[config.mk]
export PLATFORM = sky130hd
export DESIGN_NAME = tcdm_adapter
export DESIGN_NICKNAME = d
export VERILOG_FILES = /design/src/hw/tcdm_pkg.sv /design/src/hw/resp_meta_if.sv /design/src/hw/tcdm_amo_unit.sv /design/src/hw/tcdm_meta_buffer.sv /design/src/hw/tcdm_bank_port.sv /design/src/hw/tcdm_adapter.sv
export VERILOG_INCLUDE_DIRS = /design/src /design/src/hw
export SDC_FILE = /design/constraint.sdc
export NUM_CORES = 1
export LEC_CHECK = 0
export BUFFER_PORTS_ARGS = -buffer_cell sky130_fd_sc_hd__buf_4
export CORE_MARGIN = 2
export CORE_UTILIZATION = 45
export DETAILED_ROUTE_END_ITERATION = 8
export MAX_ROUTING_LAYER = met4
export PLACE_DENSITY_LB_ADDON = 0.2
export SLEW_MARGIN = 20
export SYNTH_ARGS = -nofsm -noshare
export SYNTH_HDL_FRONTEND = slang
export SYNTH_SLANG_ARGS = --single-unit
export TNS_END_PERCENT = 1
[constraint.sdc]
create_clock -name clk_i -period 12.9 [get_ports clk_i]
set_input_delay 0.645 -clock clk_i [delete_from_list [all_inputs] [get_ports clk_i]]
set_output_delay 0.645 -clock clk_i [all_outputs]
set_load 0.02 [all_outputs]
[src/hw/tcdm_defines.svh]
// TCDM adapter widths and AMO opcode encodings shared by the whole design
`ifndef TCDM_DEFINES_SVH
`define TCDM_DEFINES_SVH

// ---------------------------------------------------------
// bus widths
// ---------------------------------------------------------
`define TCDM_ADDR_WIDTH 32
`define TCDM_DATA_WIDTH 32
`define TCDM_BE_WIDTH   4
`define TCDM_META_WIDTH 8
`define TCDM_AMO_WIDTH  4

// ---------------------------------------------------------
// AMO opcodes, LR/SC codes are not supported
// ---------------------------------------------------------
`define TCDM_AMO_NONE 4'h0
`define TCDM_AMO_SWAP 4'h1
`define TCDM_AMO_ADD  4'h2
`define TCDM_AMO_AND  4'h3
`define TCDM_AMO_OR   4'h4
`define TCDM_AMO_XOR  4'h5
`define TCDM_AMO_MAX  4'h6
`define TCDM_AMO_MAXU 4'h7
`define TCDM_AMO_MIN  4'h8
`define TCDM_AMO_MINU 4'h9

`endif

[src/hw/tcdm_pkg.sv]
// TCDM adapter types for addresses, data, byte enables, metadata and AMO control
`include "tcdm_defines.svh"

package tcdm_pkg;

  // ---------------------------------------------------------
  // payload vectors
  // ---------------------------------------------------------
  typedef logic [`TCDM_ADDR_WIDTH-1:0] addr_t;
  typedef logic [`TCDM_DATA_WIDTH-1:0] data_t;
  typedef logic [`TCDM_BE_WIDTH-1:0]   be_t;

  // opaque requester tag, returned untouched with the response
  typedef logic [`TCDM_META_WIDTH-1:0] meta_t;

  // ---------------------------------------------------------
  // atomics
  // ---------------------------------------------------------
  typedef enum logic [`TCDM_AMO_WIDTH-1:0] {
    amo_none = `TCDM_AMO_NONE,
    amo_swap = `TCDM_AMO_SWAP,
    amo_add  = `TCDM_AMO_ADD,
    amo_and  = `TCDM_AMO_AND,
    amo_or   = `TCDM_AMO_OR,
    amo_xor  = `TCDM_AMO_XOR,
    amo_max  = `TCDM_AMO_MAX,
    amo_maxu = `TCDM_AMO_MAXU,
    amo_min  = `TCDM_AMO_MIN,
    amo_minu = `TCDM_AMO_MINU
  } amo_op_e;

  // idle until an AMO is loaded, then one commit cycle
  typedef enum logic {
    amo_idle   = 1'b0,
    amo_commit = 1'b1
  } amo_state_e;

endpackage

[src/hw/resp_meta_if.sv]
// Metadata handshake between the bank port and the response metadata store
`timescale 1ns/1ps

interface resp_meta_if;

  // push when a read or an AMO is accepted
  logic push;
  // store cannot take another outstanding read
  logic full;
  // oldest metadata entry present
  logic valid;
  // response handed to the requester
  logic pop;
  // metadata of the oldest outstanding read
  tcdm_pkg::meta_t meta;

  // storage side
  modport buffer (
    input  push,
    input  pop,
    output full,
    output valid,
    output meta
  );

  // bank port side
  modport port (
    output push,
    output pop,
    input  full,
    input  valid,
    input  meta
  );

endinterface

[src/hw/tcdm_amo_unit.sv]
// AMO unit capturing an accepted atomic and producing its read-modify-write commit
`timescale 1ns/1ps
`include "tcdm_defines.svh"

module tcdm_amo_unit (
  input  logic              clk_i,
  input  logic              rst_ni,
  // accepted AMO from the bank port
  input  logic              load_i,
  input  tcdm_pkg::amo_op_e op_i,
  input  tcdm_pkg::addr_t   addr_i,
  input  tcdm_pkg::data_t   operand_i,
  // old value, valid the cycle after the load
  input  tcdm_pkg::data_t   bank_rdata_i,
  // commit write back to the bank
  output logic              commit_o,
  output tcdm_pkg::addr_t   commit_addr_o,
  output tcdm_pkg::data_t   commit_wdata_o
);

  tcdm_pkg::amo_state_e state_q, state_d;

  // captured request
  tcdm_pkg::amo_op_e op_q;
  tcdm_pkg::addr_t   addr_q;
  tcdm_pkg::data_t   operand_q;

  // shared adder, one bit wider for the compare sign
  logic [`TCDM_DATA_WIDTH:0] adder_a;
  logic [`TCDM_DATA_WIDTH:0] adder_b;
  logic [`TCDM_DATA_WIDTH:0] adder_sum;
  logic                      adder_cin;
  logic                      is_signed;
  logic                      is_cmp;
  logic                      is_less;

  // ---------------------------------------------------------
  // capture FSM
  // ---------------------------------------------------------
  always_comb begin
    state_d = state_q;
    unique case (state_q)
      tcdm_pkg::amo_idle: begin
        if (load_i) begin
          state_d = tcdm_pkg::amo_commit;
        end
      end
      // commit lasts exactly one cycle
      tcdm_pkg::amo_commit: begin
        state_d = tcdm_pkg::amo_idle;
      end
      default: begin
        state_d = tcdm_pkg::amo_idle;
      end
    endcase
  end

  always_ff @(posedge clk_i or negedge rst_ni) begin
    if (!rst_ni) begin
      state_q <= tcdm_pkg::amo_idle;
    end else begin
      state_q <= state_d;
    end
  end

  // operands only matter in the commit cycle
  always_ff @(posedge clk_i) begin
    if (load_i) begin
      op_q      <= op_i;
      addr_q    <= addr_i;
      operand_q <= operand_i;
    end
  end

  // ---------------------------------------------------------
  // AMO ALU
  // ---------------------------------------------------------
  assign is_signed = (op_q == tcdm_pkg::amo_max) || (op_q == tcdm_pkg::amo_min);
  assign is_cmp    = is_signed || (op_q == tcdm_pkg::amo_maxu) ||
                     (op_q == tcdm_pkg::amo_minu);

  always_comb begin
    // sign extend for signed compares, zero extend otherwise
    adder_a   = {is_signed & bank_rdata_i[`TCDM_DATA_WIDTH-1], bank_rdata_i};
    adder_b   = {is_signed & operand_q[`TCDM_DATA_WIDTH-1], operand_q};
    adder_cin = 1'b0;
    // compare runs as old - operand
    if (is_cmp) begin
      adder_b   = ~adder_b;
      adder_cin = 1'b1;
    end
  end

  assign adder_sum = adder_a + adder_b + {{`TCDM_DATA_WIDTH{1'b0}}, adder_cin};
  // negative difference means old value below operand
  assign is_less   = adder_sum[`TCDM_DATA_WIDTH];

  always_comb begin
    // swap and anything unknown write the operand
    commit_wdata_o = operand_q;
    unique case (op_q)
      tcdm_pkg::amo_add: commit_wdata_o = adder_sum[`TCDM_DATA_WIDTH-1:0];
      tcdm_pkg::amo_and: commit_wdata_o = bank_rdata_i & operand_q;
      tcdm_pkg::amo_or:  commit_wdata_o = bank_rdata_i | operand_q;
      tcdm_pkg::amo_xor: commit_wdata_o = bank_rdata_i ^ operand_q;
      tcdm_pkg::amo_max,
      tcdm_pkg::amo_maxu: begin
        commit_wdata_o = is_less ? operand_q : bank_rdata_i;
      end
      tcdm_pkg::amo_min,
      tcdm_pkg::amo_minu: begin
        commit_wdata_o = is_less ? bank_rdata_i : operand_q;
      end
      default: commit_wdata_o = operand_q;
    endcase
  end

  assign commit_o      = (state_q == tcdm_pkg::amo_commit);
  assign commit_addr_o = addr_q;

endmodule

[src/hw/tcdm_meta_buffer.sv]
// Two-entry metadata store, filled on read acceptance and drained on response pop
`timescale 1ns/1ps

module tcdm_meta_buffer (
  input  logic            clk_i,
  input  logic            rst_ni,
  // metadata of the request being accepted
  input  tcdm_pkg::meta_t meta_in_i,
  resp_meta_if.buffer     meta
);

  tcdm_pkg::meta_t mem_q [2];

  // one pointer bit per direction, count tells full from empty
  logic       wr_ptr_q;
  logic       rd_ptr_q;
  logic [1:0] count_q;

  logic push_en;
  logic pop_en;

  // ---------------------------------------------------------
  // handshake
  // ---------------------------------------------------------
  assign push_en = meta.push && !meta.full;
  assign pop_en  = meta.pop && meta.valid;

  assign meta.full  = (count_q == 2'd2);
  assign meta.valid = (count_q != 2'd0);
  // oldest entry is always at the read pointer
  assign meta.meta  = mem_q[rd_ptr_q];

  // ---------------------------------------------------------
  // pointers and occupancy
  // ---------------------------------------------------------
  always_ff @(posedge clk_i or negedge rst_ni) begin
    if (!rst_ni) begin
      wr_ptr_q <= 1'b0;
      rd_ptr_q <= 1'b0;
      count_q  <= 2'd0;
    end else begin
      if (push_en) begin
        wr_ptr_q <= !wr_ptr_q;
      end
      if (pop_en) begin
        rd_ptr_q <= !rd_ptr_q;
      end
      // simultaneous push and pop keeps the count
      if (push_en && !pop_en) begin
        count_q <= count_q + 2'd1;
      end else if (pop_en && !push_en) begin
        count_q <= count_q - 2'd1;
      end
    end
  end

  // entry storage
  always_ff @(posedge clk_i) begin
    if (push_en) begin
      mem_q[wr_ptr_q] <= meta_in_i;
    end
  end

endmodule

[src/hw/tcdm_bank_port.sv]
// Bank port muxing requests and AMO commits onto the SRAM and joining responses
`timescale 1ns/1ps
`include "tcdm_defines.svh"

module tcdm_bank_port (
  input  logic              clk_i,
  input  logic              rst_ni,
  // core side request
  input  logic              in_valid_i,
  input  logic              in_write_i,
  input  tcdm_pkg::amo_op_e in_amo_i,
  input  tcdm_pkg::addr_t   in_address_i,
  input  tcdm_pkg::data_t   in_wdata_i,
  input  tcdm_pkg::be_t     in_be_i,
  input  logic              in_ready_i,
  // AMO commit
  input  logic              commit_i,
  input  tcdm_pkg::addr_t   commit_addr_i,
  input  tcdm_pkg::data_t   commit_wdata_i,
  // bank read data, one cycle after the strobe
  input  tcdm_pkg::data_t   out_rdata_i,
  resp_meta_if.port         meta,
  // core side response
  output logic              in_ready_o,
  output logic              in_valid_o,
  output tcdm_pkg::data_t   in_rdata_o,
  // accepted AMO towards the AMO unit
  output logic              amo_load_o,
  output tcdm_pkg::amo_op_e amo_op_o,
  output tcdm_pkg::addr_t   amo_addr_o,
  output tcdm_pkg::data_t   amo_operand_o,
  // bank side
  output logic              out_req_o,
  output tcdm_pkg::addr_t   out_add_o,
  output logic              out_write_o,
  output tcdm_pkg::data_t   out_wdata_o,
  output tcdm_pkg::be_t     out_be_o
);

  logic            accept;
  logic            is_amo;
  logic            gnt_q;
  logic            pop_resp;
  logic            rdata_valid;
  logic            rdata_full_q;
  tcdm_pkg::data_t rdata_q;

  // ---------------------------------------------------------
  // request side
  // ---------------------------------------------------------
  // stall on commit, on a held response, or with no metadata slot left
  assign in_ready_o = !commit_i && !(in_valid_o && !in_ready_i) && !meta.full;
  assign accept     = in_valid_i && in_ready_o;
  assign is_amo     = (in_amo_i != tcdm_pkg::amo_none);

  // reads and AMOs both expect a response
  assign meta.push = accept && (is_amo || !in_write_i);

  assign amo_load_o    = accept && is_amo;
  assign amo_op_o      = in_amo_i;
  assign amo_addr_o    = in_address_i;
  assign amo_operand_o = in_wdata_i;

  always_comb begin
    // pass through by default, an AMO reads first
    out_req_o   = accept;
    out_add_o   = in_address_i;
    out_write_o = in_write_i && !is_amo;
    out_wdata_o = in_wdata_i;
    out_be_o    = in_be_i;
    // commit owns the bank for its cycle
    if (commit_i) begin
      out_req_o   = 1'b1;
      out_add_o   = commit_addr_i;
      out_write_o = 1'b1;
      out_wdata_o = commit_wdata_i;
      out_be_o    = {`TCDM_BE_WIDTH{1'b1}};
    end
  end

  // ---------------------------------------------------------
  // response side
  // ---------------------------------------------------------
  // read data arrives the cycle after a read strobe
  always_ff @(posedge clk_i or negedge rst_ni) begin
    if (!rst_ni) begin
      gnt_q <= 1'b0;
    end else begin
      gnt_q <= out_req_o && !out_write_o;
    end
  end

  // fall-through register, holds the word only while it is not popped
  always_ff @(posedge clk_i or negedge rst_ni) begin
    if (!rst_ni) begin
      rdata_full_q <= 1'b0;
    end else if (gnt_q && !pop_resp) begin
      rdata_full_q <= 1'b1;
    end else if (pop_resp) begin
      rdata_full_q <= 1'b0;
    end
  end

  always_ff @(posedge clk_i) begin
    if (gnt_q && !pop_resp) begin
      rdata_q <= out_rdata_i;
    end
  end

  assign rdata_valid = gnt_q || rdata_full_q;
  assign in_rdata_o  = rdata_full_q ? rdata_q : out_rdata_i;

  // valid once data and metadata are both present
  assign in_valid_o = rdata_valid && meta.valid;
  assign pop_resp   = in_valid_o && in_ready_i;
  assign meta.pop   = pop_resp;

endmodule

[src/hw/tcdm_adapter.sv]
// TCDM adapter converting core valid/ready traffic into SRAM bank strobes with atomics
`timescale 1ns/1ps

module tcdm_adapter (
  input  logic              clk_i,
  input  logic              rst_ni,
  // core side request
  input  logic              in_valid_i,
  output logic              in_ready_o,
  input  tcdm_pkg::addr_t   in_address_i,
  input  tcdm_pkg::amo_op_e in_amo_i,
  input  logic              in_write_i,
  input  tcdm_pkg::data_t   in_wdata_i,
  input  tcdm_pkg::meta_t   in_meta_i,
  input  tcdm_pkg::be_t     in_be_i,
  // core side response
  output logic              in_valid_o,
  input  logic              in_ready_i,
  output tcdm_pkg::data_t   in_rdata_o,
  output tcdm_pkg::meta_t   in_meta_o,
  // bank side
  output logic              out_req_o,
  output tcdm_pkg::addr_t   out_add_o,
  output logic              out_write_o,
  output tcdm_pkg::data_t   out_wdata_o,
  output tcdm_pkg::be_t     out_be_o,
  input  tcdm_pkg::data_t   out_rdata_i
);

  // accepted AMO
  logic              amo_load;
  tcdm_pkg::amo_op_e amo_op;
  tcdm_pkg::addr_t   amo_addr;
  tcdm_pkg::data_t   amo_operand;

  // commit write
  logic              commit;
  tcdm_pkg::addr_t   commit_addr;
  tcdm_pkg::data_t   commit_wdata;

  resp_meta_if meta_if ();

  assign in_meta_o = meta_if.meta;

  // ---------------------------------------------------------
  // atomics and metadata, side by side
  // ---------------------------------------------------------
  tcdm_amo_unit i_amo_unit (
    .clk_i          (clk_i),
    .rst_ni         (rst_ni),
    .load_i         (amo_load),
    .op_i           (amo_op),
    .addr_i         (amo_addr),
    .operand_i      (amo_operand),
    .bank_rdata_i   (out_rdata_i),
    .commit_o       (commit),
    .commit_addr_o  (commit_addr),
    .commit_wdata_o (commit_wdata)
  );

  tcdm_meta_buffer i_meta_buffer (
    .clk_i     (clk_i),
    .rst_ni    (rst_ni),
    .meta_in_i (in_meta_i),
    .meta      (meta_if.buffer)
  );

  // ---------------------------------------------------------
  // bank access and response join
  // ---------------------------------------------------------
  tcdm_bank_port i_bank_port (
    .clk_i          (clk_i),
    .rst_ni         (rst_ni),
    .in_valid_i     (in_valid_i),
    .in_write_i     (in_write_i),
    .in_amo_i       (in_amo_i),
    .in_address_i   (in_address_i),
    .in_wdata_i     (in_wdata_i),
    .in_be_i        (in_be_i),
    .in_ready_i     (in_ready_i),
    .commit_i       (commit),
    .commit_addr_i  (commit_addr),
    .commit_wdata_i (commit_wdata),
    .out_rdata_i    (out_rdata_i),
    .meta           (meta_if.port),
    .in_ready_o     (in_ready_o),
    .in_valid_o     (in_valid_o),
    .in_rdata_o     (in_rdata_o),
    .amo_load_o     (amo_load),
    .amo_op_o       (amo_op),
    .amo_addr_o     (amo_addr),
    .amo_operand_o  (amo_operand),
    .out_req_o      (out_req_o),
    .out_add_o      (out_add_o),
    .out_write_o    (out_write_o),
    .out_wdata_o    (out_wdata_o),
    .out_be_o       (out_be_o)
  );

endmodule

==> results of run 1 <==
[synth_stat cells (all sizes together) (6+ instances only)]
cell type and instances:
inv 74, a221oi 12, xnor2 52, edfxtp 116, o22ai 27, or2 7, o211ai 17, o2111ai 14
clkbuf 34, buf 18, nand3 8, a31oi 6, a221o 26, nand2 92, ha 97, a22oi 14
a21o 15, a21oi 63, xor2 14, mux2 40, dfrtp 7, o21ai 57, and2 9, nor2 46
[report_power, final]
group	internal, W	leakage, nW	switching [W]
registers	0.000566	1.16	0.0000898
clock network	0.000279	0.290	0.000210
logic	0.000627	3.56	0.000888
[flip-flops by register name, summed over array words and instances (netlist names)]
name                      flops
i_bank_port.gnt_q             1
i_amo_unit.commit_addr_o     32
i_bank_port.rdata_q          32
i_meta_buffer.wr_ptr_q        1
i_meta_buffer.mem_q          16
i_amo_unit.operand_q         32
i_meta_buffer.rd_ptr_q        1
i_bank_port.rdata_full_q      1
i_amo_unit.op_q               4
i_meta_buffer.count_q         2
i_amo_unit.commit_o           1
[worst max-delay path by stage]
stage | slack [ns] | from | endpoint
after floorplan | 7.69 | i_amo_unit.op_q[1]$_DFFE_PP_ | out_wdata_o[29]
after global placement | 6.71 | i_amo_unit.op_q[3]$_DFFE_PP_ | out_wdata_o[29]
after detailed placement | 6.61 | i_amo_unit.op_q[3]$_DFFE_PP_ | out_wdata_o[29]
after CTS | 6.12 | i_amo_unit.op_q[3]$_DFFE_PP_ | out_wdata_o[29]
after global routing | 5.76 | i_amo_unit.op_q[3]$_DFFE_PP_ | out_wdata_o[29]
final | 6.23 | i_amo_unit.op_q[3]$_DFFE_PP_ | out_wdata_o[29]
[stage by stage]
step           area (sq um)  setup slack (ns)  total power, W
3_5_place_dp          11300              6.61         0.00218
4_1_cts               11900              6.12         0.00268
5_1_grt               11900              5.76         0.00284
6_report              11900              6.23         0.00266
3_3_place_gp          11300              6.71         0.00216
2_1_floorplan          9420              7.69         0.00169
[cells by family (layout without fill, tap and decap cells)]
family / after synthesis / count (layout)
DFF: 123 / 123
adders and majority gates: 98 / 98
buffers and inverters: 129 / 344
muxes: 45 / 45
xor gates and xnor gates: 66 / 66
and+or+nand+nor: 196 / 196
AOI/OAI and AO/OA: 284 / 284
[critical path, stage by stage, from the launching register on]
cell	delay, ns
edfxtp_1	0.59
or3b_2	0.51
nand2_2	0.78
xnor2_1	0.20
ha_1	0.39
a211oi_1	0.24
a21oi_1	0.16
a31o_2	0.28
o21ai_2	0.18
o211ai_4	0.11
or4_2	0.64
a21oi_1	0.16
a211o_2	0.60
a221oi_1	0.18
a221oi_1	0.34
buf_4	0.21
[layer usage]
layer  GRT usage, %  routed length [microns]  up-vias
li1               -                        -     3903
met4           6.86                      357        0
met2           38.8                    12300      287
met5              -                        0        -
met1           30.9                    11600     3770
met3           5.21                     1740       25
[final cells by class]
cell class	count	area share, %
multi-input cells	689	44.1
well taps	270	2.84
inverters	74	2.33
clock buffers	18	3.69
clock inverters	14	1.28
repair buffers	238	15.0
flip-flops and latches	123	30.8
==> impl_metrics.env, run 1 <==
export IMPL_grt_pass1_wl_microns=40800
export IMPL_multi_input_area_sq_um=5250
export IMPL_antenna_found_initial=0
export IMPL_drtPass1Iterations=7
export IMPL_synth_area_leaders="edfxtp_1 37%, ha_1 13%, xnor2_1 4.8%, mux2_2 4.8%, nand2_1 3.6%"
export IMPL_clock_latency_ns=0.42
export IMPL_post_cts_buffers=0
export IMPL_area_delta_synth_final_pct=26.4
export IMPL_ys_seq_area_share_pct=38.8
export IMPL_syn_nets=1156
export IMPL_place_gp_congestion=0.897
export IMPL_wirelength_microns=26000
export IMPL_vias_per_cell=5.60
export IMPL_synthFlopType="edfxtp_1"
export IMPL_powerDensity_nw_per_um2=224
export IMPL_hold_ws_ns=0.0191
export IMPL_drive_gt1_share_pct=30.1
export IMPL_synth_xor_area_share_pct=6.14
export IMPL_ys_types=77
export IMPL_final_cells=1426
export IMPL_setup_tns_ns=0
export IMPL_setup_viol=0
export IMPL_r2r_start="i_bank_port.rdata_full_q$_DFFE_PN0P_"
export IMPL_crit_required_ns=12.26
export IMPL_criticalPathCategory="flop to output port"
export IMPL_arrival_ns=6.02
export IMPL_drc=0
export IMPL_hold_viol_final=0
export IMPL_netlist_area_sq_um=9420
export IMPL_dieArea_sq_um=22100
export IMPL_r2r_cells=6
export IMPL_relSlewSlack_pct=29.5
export IMPL_ctsHoldBuffers=0
export IMPL_hold_class="input pin to async pin"
export IMPL_max_cap_viol_count=0
export IMPL_fin_worst_skew_ns=0.00804
export IMPL_mostFrequentLayoutCell="buf_4"
export IMPL_synth_seq_cells=123
export IMPL_ant_nets=0
export IMPL_synth_top_cell_by_area="edfxtp_1"
export IMPL_async_flop_share_pct=5.69
export IMPL_place_hpwl_microns=18300
export IMPL_clockRootBuffer="clkbuf_16"
export IMPL_grt_ovfl_total=0
export IMPL_total_leakage_power_nw=5.01
export IMPL_wire_per_inst_microns=18.3
export IMPL_cts_tree="built"
export IMPL_syn_avg_cell_area_sq_um=10.0
export IMPL_post_route_util_pct=58.4
export IMPL_cp_max_fo=34
export IMPL_core_area_sq_um=20400
export IMPL_io_buffers=228
export IMPL_cts_path_max_buffers=2
export IMPL_vias=7985
export IMPL_die_h_microns=149
export IMPL_io_pin_count=229
export IMPL_min_period_ns=6.67
export IMPL_peakVddDrop_mv=0.134
export IMPL_synth_top_family_by_area="compound AO/OA/AOI/OAI gates"
export IMPL_yosys_warnings=0
export IMPL_grt_usage_pct=24.1
export IMPL_postCtsResizedCells=0
export IMPL_synthAdderAreaFrac_pct=13.1
export IMPL_yosysTopAreaCellShare_pct=37.0
export IMPL_cts_made_buffers=17
export IMPL_final_cell_mix="238 x buf_4, 116 x edfxtp_1, 97 x ha_1, 90 x nand2_1, 74 x inv_1"
export IMPL_critPathCaptureType="output port"
export IMPL_synthMuxAreaShare_pct=5.31
export IMPL_max_freq_mhz=150
export IMPL_grt_pass1_vias=7960
export IMPL_period_share_pct=51.7
export IMPL_start_util_pct=46.2
export IMPL_rsz0062_at_grt="false"
export IMPL_die_w_microns=149
export IMPL_clkSinkCount=123
export IMPL_synth_compound_area_share_pct=20.9
export IMPL_outcome="complete, no violations"
export IMPL_start_kind="flop"
export IMPL_nets=1358
export IMPL_placed_cells=1394
export IMPL_r2r_slack_ns=9.57
export IMPL_worst_pin_slew_ns=1.05
export IMPL_grt_start_max_net_pins=66
export IMPL_timing_final_max_slew_violations=0
export IMPL_register_area_sq_um=3660
export IMPL_row_count=52
export IMPL_diodes=0
export IMPL_r2r_end="i_amo_unit.operand_q[18]$_DFFE_PP_"
export IMPL_drt_initial_drc_count=561
export IMPL_yosys_area_share_simple_pct=9.76
export IMPL_synth_edff_count=116
export IMPL_synth_cells=941
export IMPL_n_fill_cell=1800
export IMPL_clkSlewWorstSetupHoldPaths_ns=0.07
export IMPL_ctsHtreeMaxLevel=4
Power figures use the tool's default switching activity.
==> inputs of run 2 (changes only) <==
clock period = 5.87 ns   (was 12.9 ns; I/O delays follow)
==> run 2 against run 1 <==
  * Cell area grew 0.83%
  * Critical path depth grew 1
  * Global-route usage grew 0.69 points
  * First-iteration DRC count shrank 0.53%
  * Die area is the same
  * Via count grew 1.4%
  * Utilization grew 0.49 points
  * Highest routed layer unchanged
==> impl_metrics.env, run 2 (same netlist as run 1, synthesis figures left out) <==
export IMPL_criticalPathCategory="flop to output port"
export IMPL_rsz0062_at_grt="false"
export IMPL_ant_nets=0
export IMPL_fin_worst_skew_ns=0.0161
export IMPL_cts_made_buffers=17
export IMPL_grt_ovfl_total=0
export IMPL_mostFrequentLayoutCell="buf_4"
export IMPL_cpMostUsedCell="a221oi_1"
export IMPL_cts_path_max_buffers=2
export IMPL_drtPass1Iterations=5
export IMPL_clock_latency_ns=0.43
export IMPL_place_hpwl_microns=19200
export IMPL_drt_initial_drc_count=558
export IMPL_cp_max_fo=19
export IMPL_hold_viol_final=0
export IMPL_post_route_util_pct=58.9
export IMPL_dieArea_sq_um=22100
export IMPL_drc=0
export IMPL_arrival_ns=5.23
export IMPL_total_leakage_power_nw=5.06
export IMPL_crit_chain="or3b_2 -> nand2_4 -> buf_4 -> xnor2_1 -> ha_1 -> and4_1 -> a221oi_1 -> nand2b_1 -> or2_2 -> o211ai_4 -> or4_2 -> a21oi_1 -> a211o_4 -> a221oi_1 -> a221oi_1 -> buf_4"
export IMPL_clockRootBuffer="clkbuf_16"
export IMPL_ctsHtreeMaxLevel=4
export IMPL_worst_pin_slew_ns=1.05
export IMPL_hold_class="input pin to flop"
export IMPL_area_delta_synth_final_pct=27.4
export IMPL_grt_pass1_vias=8121
export IMPL_clkSlewWorstSetupHoldPaths_ns=0.07
export IMPL_diodes=0
export IMPL_clkSinkCount=123
export IMPL_die_w_microns=149
export IMPL_start_kind="flop"
export IMPL_period_share_pct=94.1
export IMPL_place_gp_congestion=0.891
export IMPL_path_buf_inv=2
export IMPL_peakVddDrop_mv=0.408
export IMPL_setup_viol=0
export IMPL_powerDensity_nw_per_um2=493
export IMPL_grt_usage_pct=24.8
export IMPL_min_period_ns=5.52
export IMPL_crit_slowest_cell="or4_2"
export IMPL_outcome="complete, no violations"
export IMPL_io_buffers=228
export IMPL_critPathCaptureType="output port"
export IMPL_max_cap_viol_count=0
export IMPL_io_pin_count=229
export IMPL_antenna_found_initial=0
export IMPL_nets=1367
export IMPL_start_util_pct=46.2
export IMPL_timing_final_max_slew_violations=0
export IMPL_wirelength_microns=26700
export IMPL_grt_pass1_wl_microns=42100
export IMPL_vias=8095
export IMPL_die_h_microns=149
export IMPL_critPathTopFamily="simple AND/OR/NAND/NOR gates"
export IMPL_grt_start_max_net_pins=66
export IMPL_core_area_sq_um=20400
export IMPL_slowest_delay_ns=0.65
export IMPL_max_freq_mhz=181
export IMPL_relSlewSlack_pct=30.2
export IMPL_drive_gt1_share_pct=30.6
export IMPL_crit_required_ns=5.58
export IMPL_vias_per_cell=5.64
export IMPL_wire_per_inst_microns=18.6
export IMPL_setup_tns_ns=0
export IMPL_cts_tree="built"
export IMPL_row_count=52
export IMPL_final_cell_mix="245 x buf_4, 116 x edfxtp_1, 97 x ha_1, 90 x nand2_1, 74 x inv_1"
[run 2: cell types whose count changed in the layout (fill, tap and decap cells not counted), moves of 2 or more]
cell	change
a211o_2	-2
inv_8	+3
a211o_4	+2
clkinv_4	-4
buf_4	+7
clkinv_8	+2
[run 2: metrics by stage]
stage	area, sq um	setup slack, ns	hold WS, ns	cells	total power, W
detailed placement	11400	0.489	0.110	1400	0.00483
CTS	12000	0.0448	0.0327	1433	0.00592
finish	12000	0.346	0.0436	1435	0.00591
floorplan	9420	1.01	-0.00209	941	0.00372
global route	12000	0.0246	0.0356	1435	0.00630
global placement	11400	0.564	0.110	1399	0.00479
[run 2: timing repair]
action	4_1_cts	5_1_grt
hold endpoints to repair	7	0
hold buffers	1	0
setup endpoints to repair	1	32
setup buffers	0	2
pin swaps	0	0
resized for setup	1	2
[run 2: layout make-up]
| cell class | instances | area [sq um] |
|---|---|---|
| clock buffer | 17 | 425 |
| clock inverter | 15 | 163 |
| fill | 1814 | 8360 |
| inverter | 74 | 278 |
| multi-input combinational | 689 | 5270 |
| sequential | 123 | 3660 |
| tap | 270 | 338 |
| timing repair buffer | 247 | 1870 |
[run 2: power breakdown]
group / internal (W) / leakage [nW] / switching (W)
combinational: 0.00141 / 3.61 / 0.00199
clock: 0.000574 / 0.288 / 0.000491
sequential: 0.00124 / 1.16 / 0.000200
[run 2: path summary, 6_finish.rpt]
check	startpoint	end	slack, ns	cells past startpoint
hold / removal	in_address_i[22]	i_amo_unit.commit_addr_o[22]$_DFFE_PP_	0.04	1
setup reg to reg	i_bank_port.rdata_full_q$_DFFE_PN0P_	i_amo_unit.operand_q[21]$_DFFE_PP_	2.44	6
max in group asynchronous	rst_ni	i_bank_port.rdata_full_q$_DFFE_PN0P_	5.53	2
min in group asynchronous	rst_ni	i_meta_buffer.count_q[0]$_DFFE_PN0P_	0.20	2
setup / recovery	i_amo_unit.op_q[1]$_DFFE_PP_	out_wdata_o[29]	0.35	16
hold reg to reg	i_meta_buffer.count_q[1]$_DFFE_PN0P_	i_meta_buffer.count_q[1]$_DFFE_PN0P_	0.47	1
[run 2: metal layers]
layer	global-route usage (%)	up-vias	share of wire, %
met5	-	-	0
met4	6.48	0	1.2
met3	4.85	24	6.1
met2	40.7	265	48
met1	31.7	3876	45
li1	-	3930	-
[run 2: worst register-to-register path, delay by kind of cell, from the launching register on]
kind / cells / cell delay, ns
compound gates: 2 / 0.33
simple gates: 3 / 1.29
buf+inv: 1 / 0.63
flops: 1 / 0.78
==> inputs of run 3 (changes only) <==
BUFFER_PORTS_ARGS = -buffer_cell sky130_fd_sc_hd__buf_2   (was -buffer_cell sky130_fd_sc_hd__buf_4)
HOLD_SLACK_MARGIN = 0.1   (was unset)
clock period = 6 ns   (was 5.87 ns; I/O delays follow)
==> run 3 against run 2 <==
  * Count of clock-buffer cells in the layout rose by 1
  * Flip-flop and latch count did not move
  * Global-route usage rose by 0.53 points
  * Utilization rose by 1.1 points
  * Routed wire length rose by 1.7%
  * Clock skew barely moved
  * Non-clock buffer count rose by 76
  * Sequential power barely moved
  * Clock power barely moved
  * Via count rose by 2.9%
  * Cell count rose by 5.3%
==> impl_metrics.env, run 3 (same netlist as run 1, synthesis figures left out) <==
export IMPL_critPathLaunch="i_amo_unit.op_q[3]$_DFFE_PP_"
export IMPL_arrival_ns=5.27
export IMPL_io_buffers=228
export IMPL_wire_per_inst_microns=18.0
export IMPL_drive_gt1_share_pct=28.5
export IMPL_criticalPathCategory="flop to output port"
export IMPL_grt_start_max_net_pins=66
export IMPL_grt_ovfl_total=0
export IMPL_io_pin_count=229
export IMPL_die_h_microns=149
export IMPL_timing_final_max_slew_violations=0
export IMPL_r2r_cells=6
export IMPL_wirelength_microns=27200
export IMPL_mostFrequentLayoutCell="buf_2"
export IMPL_clkSinkCount=123
export IMPL_ant_nets=0
export IMPL_crit_path_end="out_wdata_o[29]"
export IMPL_place_gp_congestion=0.912
export IMPL_dieArea_sq_um=22100
export IMPL_clkSlewWorstSetupHoldPaths_ns=0.06
export IMPL_final_cell_mix="228 x buf_2, 116 x edfxtp_1, 97 x ha_1, 90 x nand2_1, 79 x dlygate4sd3_1"
export IMPL_grt_pass1_wl_microns=43200
export IMPL_r2r_start="i_bank_port.rdata_full_q$_DFFE_PN0P_"
export IMPL_core_area_sq_um=20400
export IMPL_top_layer="met4"
export IMPL_fin_worst_skew_ns=0.0164
export IMPL_relSlewSlack_pct=37.0
export IMPL_peakVddDrop_mv=0.308
export IMPL_placed_cells=1398
export IMPL_cts_path_max_buffers=2
export IMPL_r2r_end="i_amo_unit.commit_addr_o[7]$_DFFE_PP_"
export IMPL_wl_met1_microns=12000
export IMPL_max_freq_mhz=180
export IMPL_start_util_pct=46.2
export IMPL_drt_initial_drc_count=494
export IMPL_drc=0
export IMPL_vias=8331
export IMPL_met2_length_microns=13300
export IMPL_period_share_pct=92.8
export IMPL_setup_viol=0
export IMPL_critPathCaptureType="output port"
export IMPL_cts_made_buffers=17
export IMPL_placed_cell_area_sq_um=10800
export IMPL_row_count=52
export IMPL_clockRootBuffer="clkbuf_16"
export IMPL_hold_class="input pin to flop"
export IMPL_wl_met3_microns=1650
export IMPL_register_area_sq_um=3660
export IMPL_drtPass1Iterations=6
export IMPL_min_period_ns=5.57
export IMPL_n_fill_cell=1700
export IMPL_grt_usage_pct=25.3
export IMPL_cp_max_fo=20
export IMPL_start_kind="flop"
export IMPL_grt_pass1_vias=8385
export IMPL_die_w_microns=149
export IMPL_area_delta_synth_final_pct=29.7
export IMPL_total_leakage_power_nw=5.19
export IMPL_place_hpwl_microns=18800
export IMPL_cts_tree="built"
export IMPL_clock_latency_ns=0.43
export IMPL_nets=1443
export IMPL_ctsHtreeMaxLevel=4
export IMPL_multi_input_area_sq_um=5270
export IMPL_powerDensity_nw_per_um2=459
export IMPL_final_cells=1511
export IMPL_max_cap_viol_count=0
export IMPL_crit_required_ns=5.70
export IMPL_vias_per_cell=5.51
export IMPL_diodes=0
export IMPL_antenna_found_initial=0
export IMPL_finalInstanceArea_sq_um=12200
export IMPL_setup_tns_ns=0
export IMPL_hold_viol_final=0
export IMPL_worst_pin_slew_ns=0.936
export IMPL_r2r_slack_ns=3.09
export IMPL_rsz0062_at_grt="false"
export IMPL_outcome="complete, no violations"
[run 3: worst min-delay path by stage]
stage / to / start / cells past startpoint / slack (ns)
after floorplan: i_amo_unit.commit_o$_DFF_PN0_ / rst_ni / 0 / 0.004
after global placement: i_meta_buffer.wr_ptr_q$_DFFE_PN0P_ / rst_ni / 1 / 0.14
after detailed placement: i_meta_buffer.wr_ptr_q$_DFFE_PN0P_ / rst_ni / 1 / 0.14
after CTS: i_bank_port.rdata_q[25]$_DFFE_PP_ / out_rdata_i[25] / 1 / 0.11
after global routing: i_bank_port.rdata_q[21]$_DFFE_PP_ / out_rdata_i[21] / 1 / 0.12
final: i_bank_port.rdata_q[28]$_DFFE_PP_ / out_rdata_i[28] / 1 / 0.13
[run 3: metrics by stage]
stage | util, % | worst slack [ns] | power, W | hold WS (ns)
finish | 60.0 | 0.433 | 0.00560 | 0.126
global route | 60.0 | 0.0341 | 0.00599 | 0.117
CTS | 59.8 | 0.105 | 0.00562 | 0.109
detailed placement | 53.0 | 0.591 | 0.00450 | 0.144
global placement | 52.9 | 0.651 | 0.00446 | 0.140
floorplan | - | 1.13 | 0.00364 | 0.00441
[run 3: worst max-delay path, cell delays in order (launching register included)]
cell and delay [ns]:
edfxtp_1 0.58, or3b_2 0.53, nand2_4 0.31, buf_12 0.22
xnor2_1 0.14, ha_1 0.29, and2_1 0.23, a221oi_1 0.32
nand2b_1 0.17, or2_2 0.13, o211ai_4 0.10, or4_2 0.64
a21oi_1 0.21, a211o_4 0.26, a221oi_1 0.11, a221oi_1 0.32
buf_2 0.24
[run 3: metal layers]
metal | vias to the layer above | track usage, %
met1 | 3947 | 31.6
met3 | 15 | 4.54
li1 | 4090 | -
met4 | 0 | 5.43
met5 | - | -
met2 | 279 | 43.3
[run 3: cell type report]
type / instances / area share (%)
timing repair buffer: 323 / 17.1
clock buffer: 18 / 3.59
multi-input combinational: 689 / 43.1
clock inverter: 14 / 1.21
inverter: 74 / 2.27
tap: 270 / 2.77
sequential: 123 / 30.0
[run 3: power by group]
part           switching, W  leakage (nW)  internal [W]
clock              0.000444         0.288      0.000599
combinational       0.00192          3.74       0.00123
sequential         0.000198          1.16       0.00122
[run 3: repair_timing]
action / CTS / global route
hold buffers: 79 / 0
hold endpoints to repair: 93 / 0
resized for setup: 0 / 3
buffers inserted: 0 / 0
setup endpoints to repair: 0 / 31
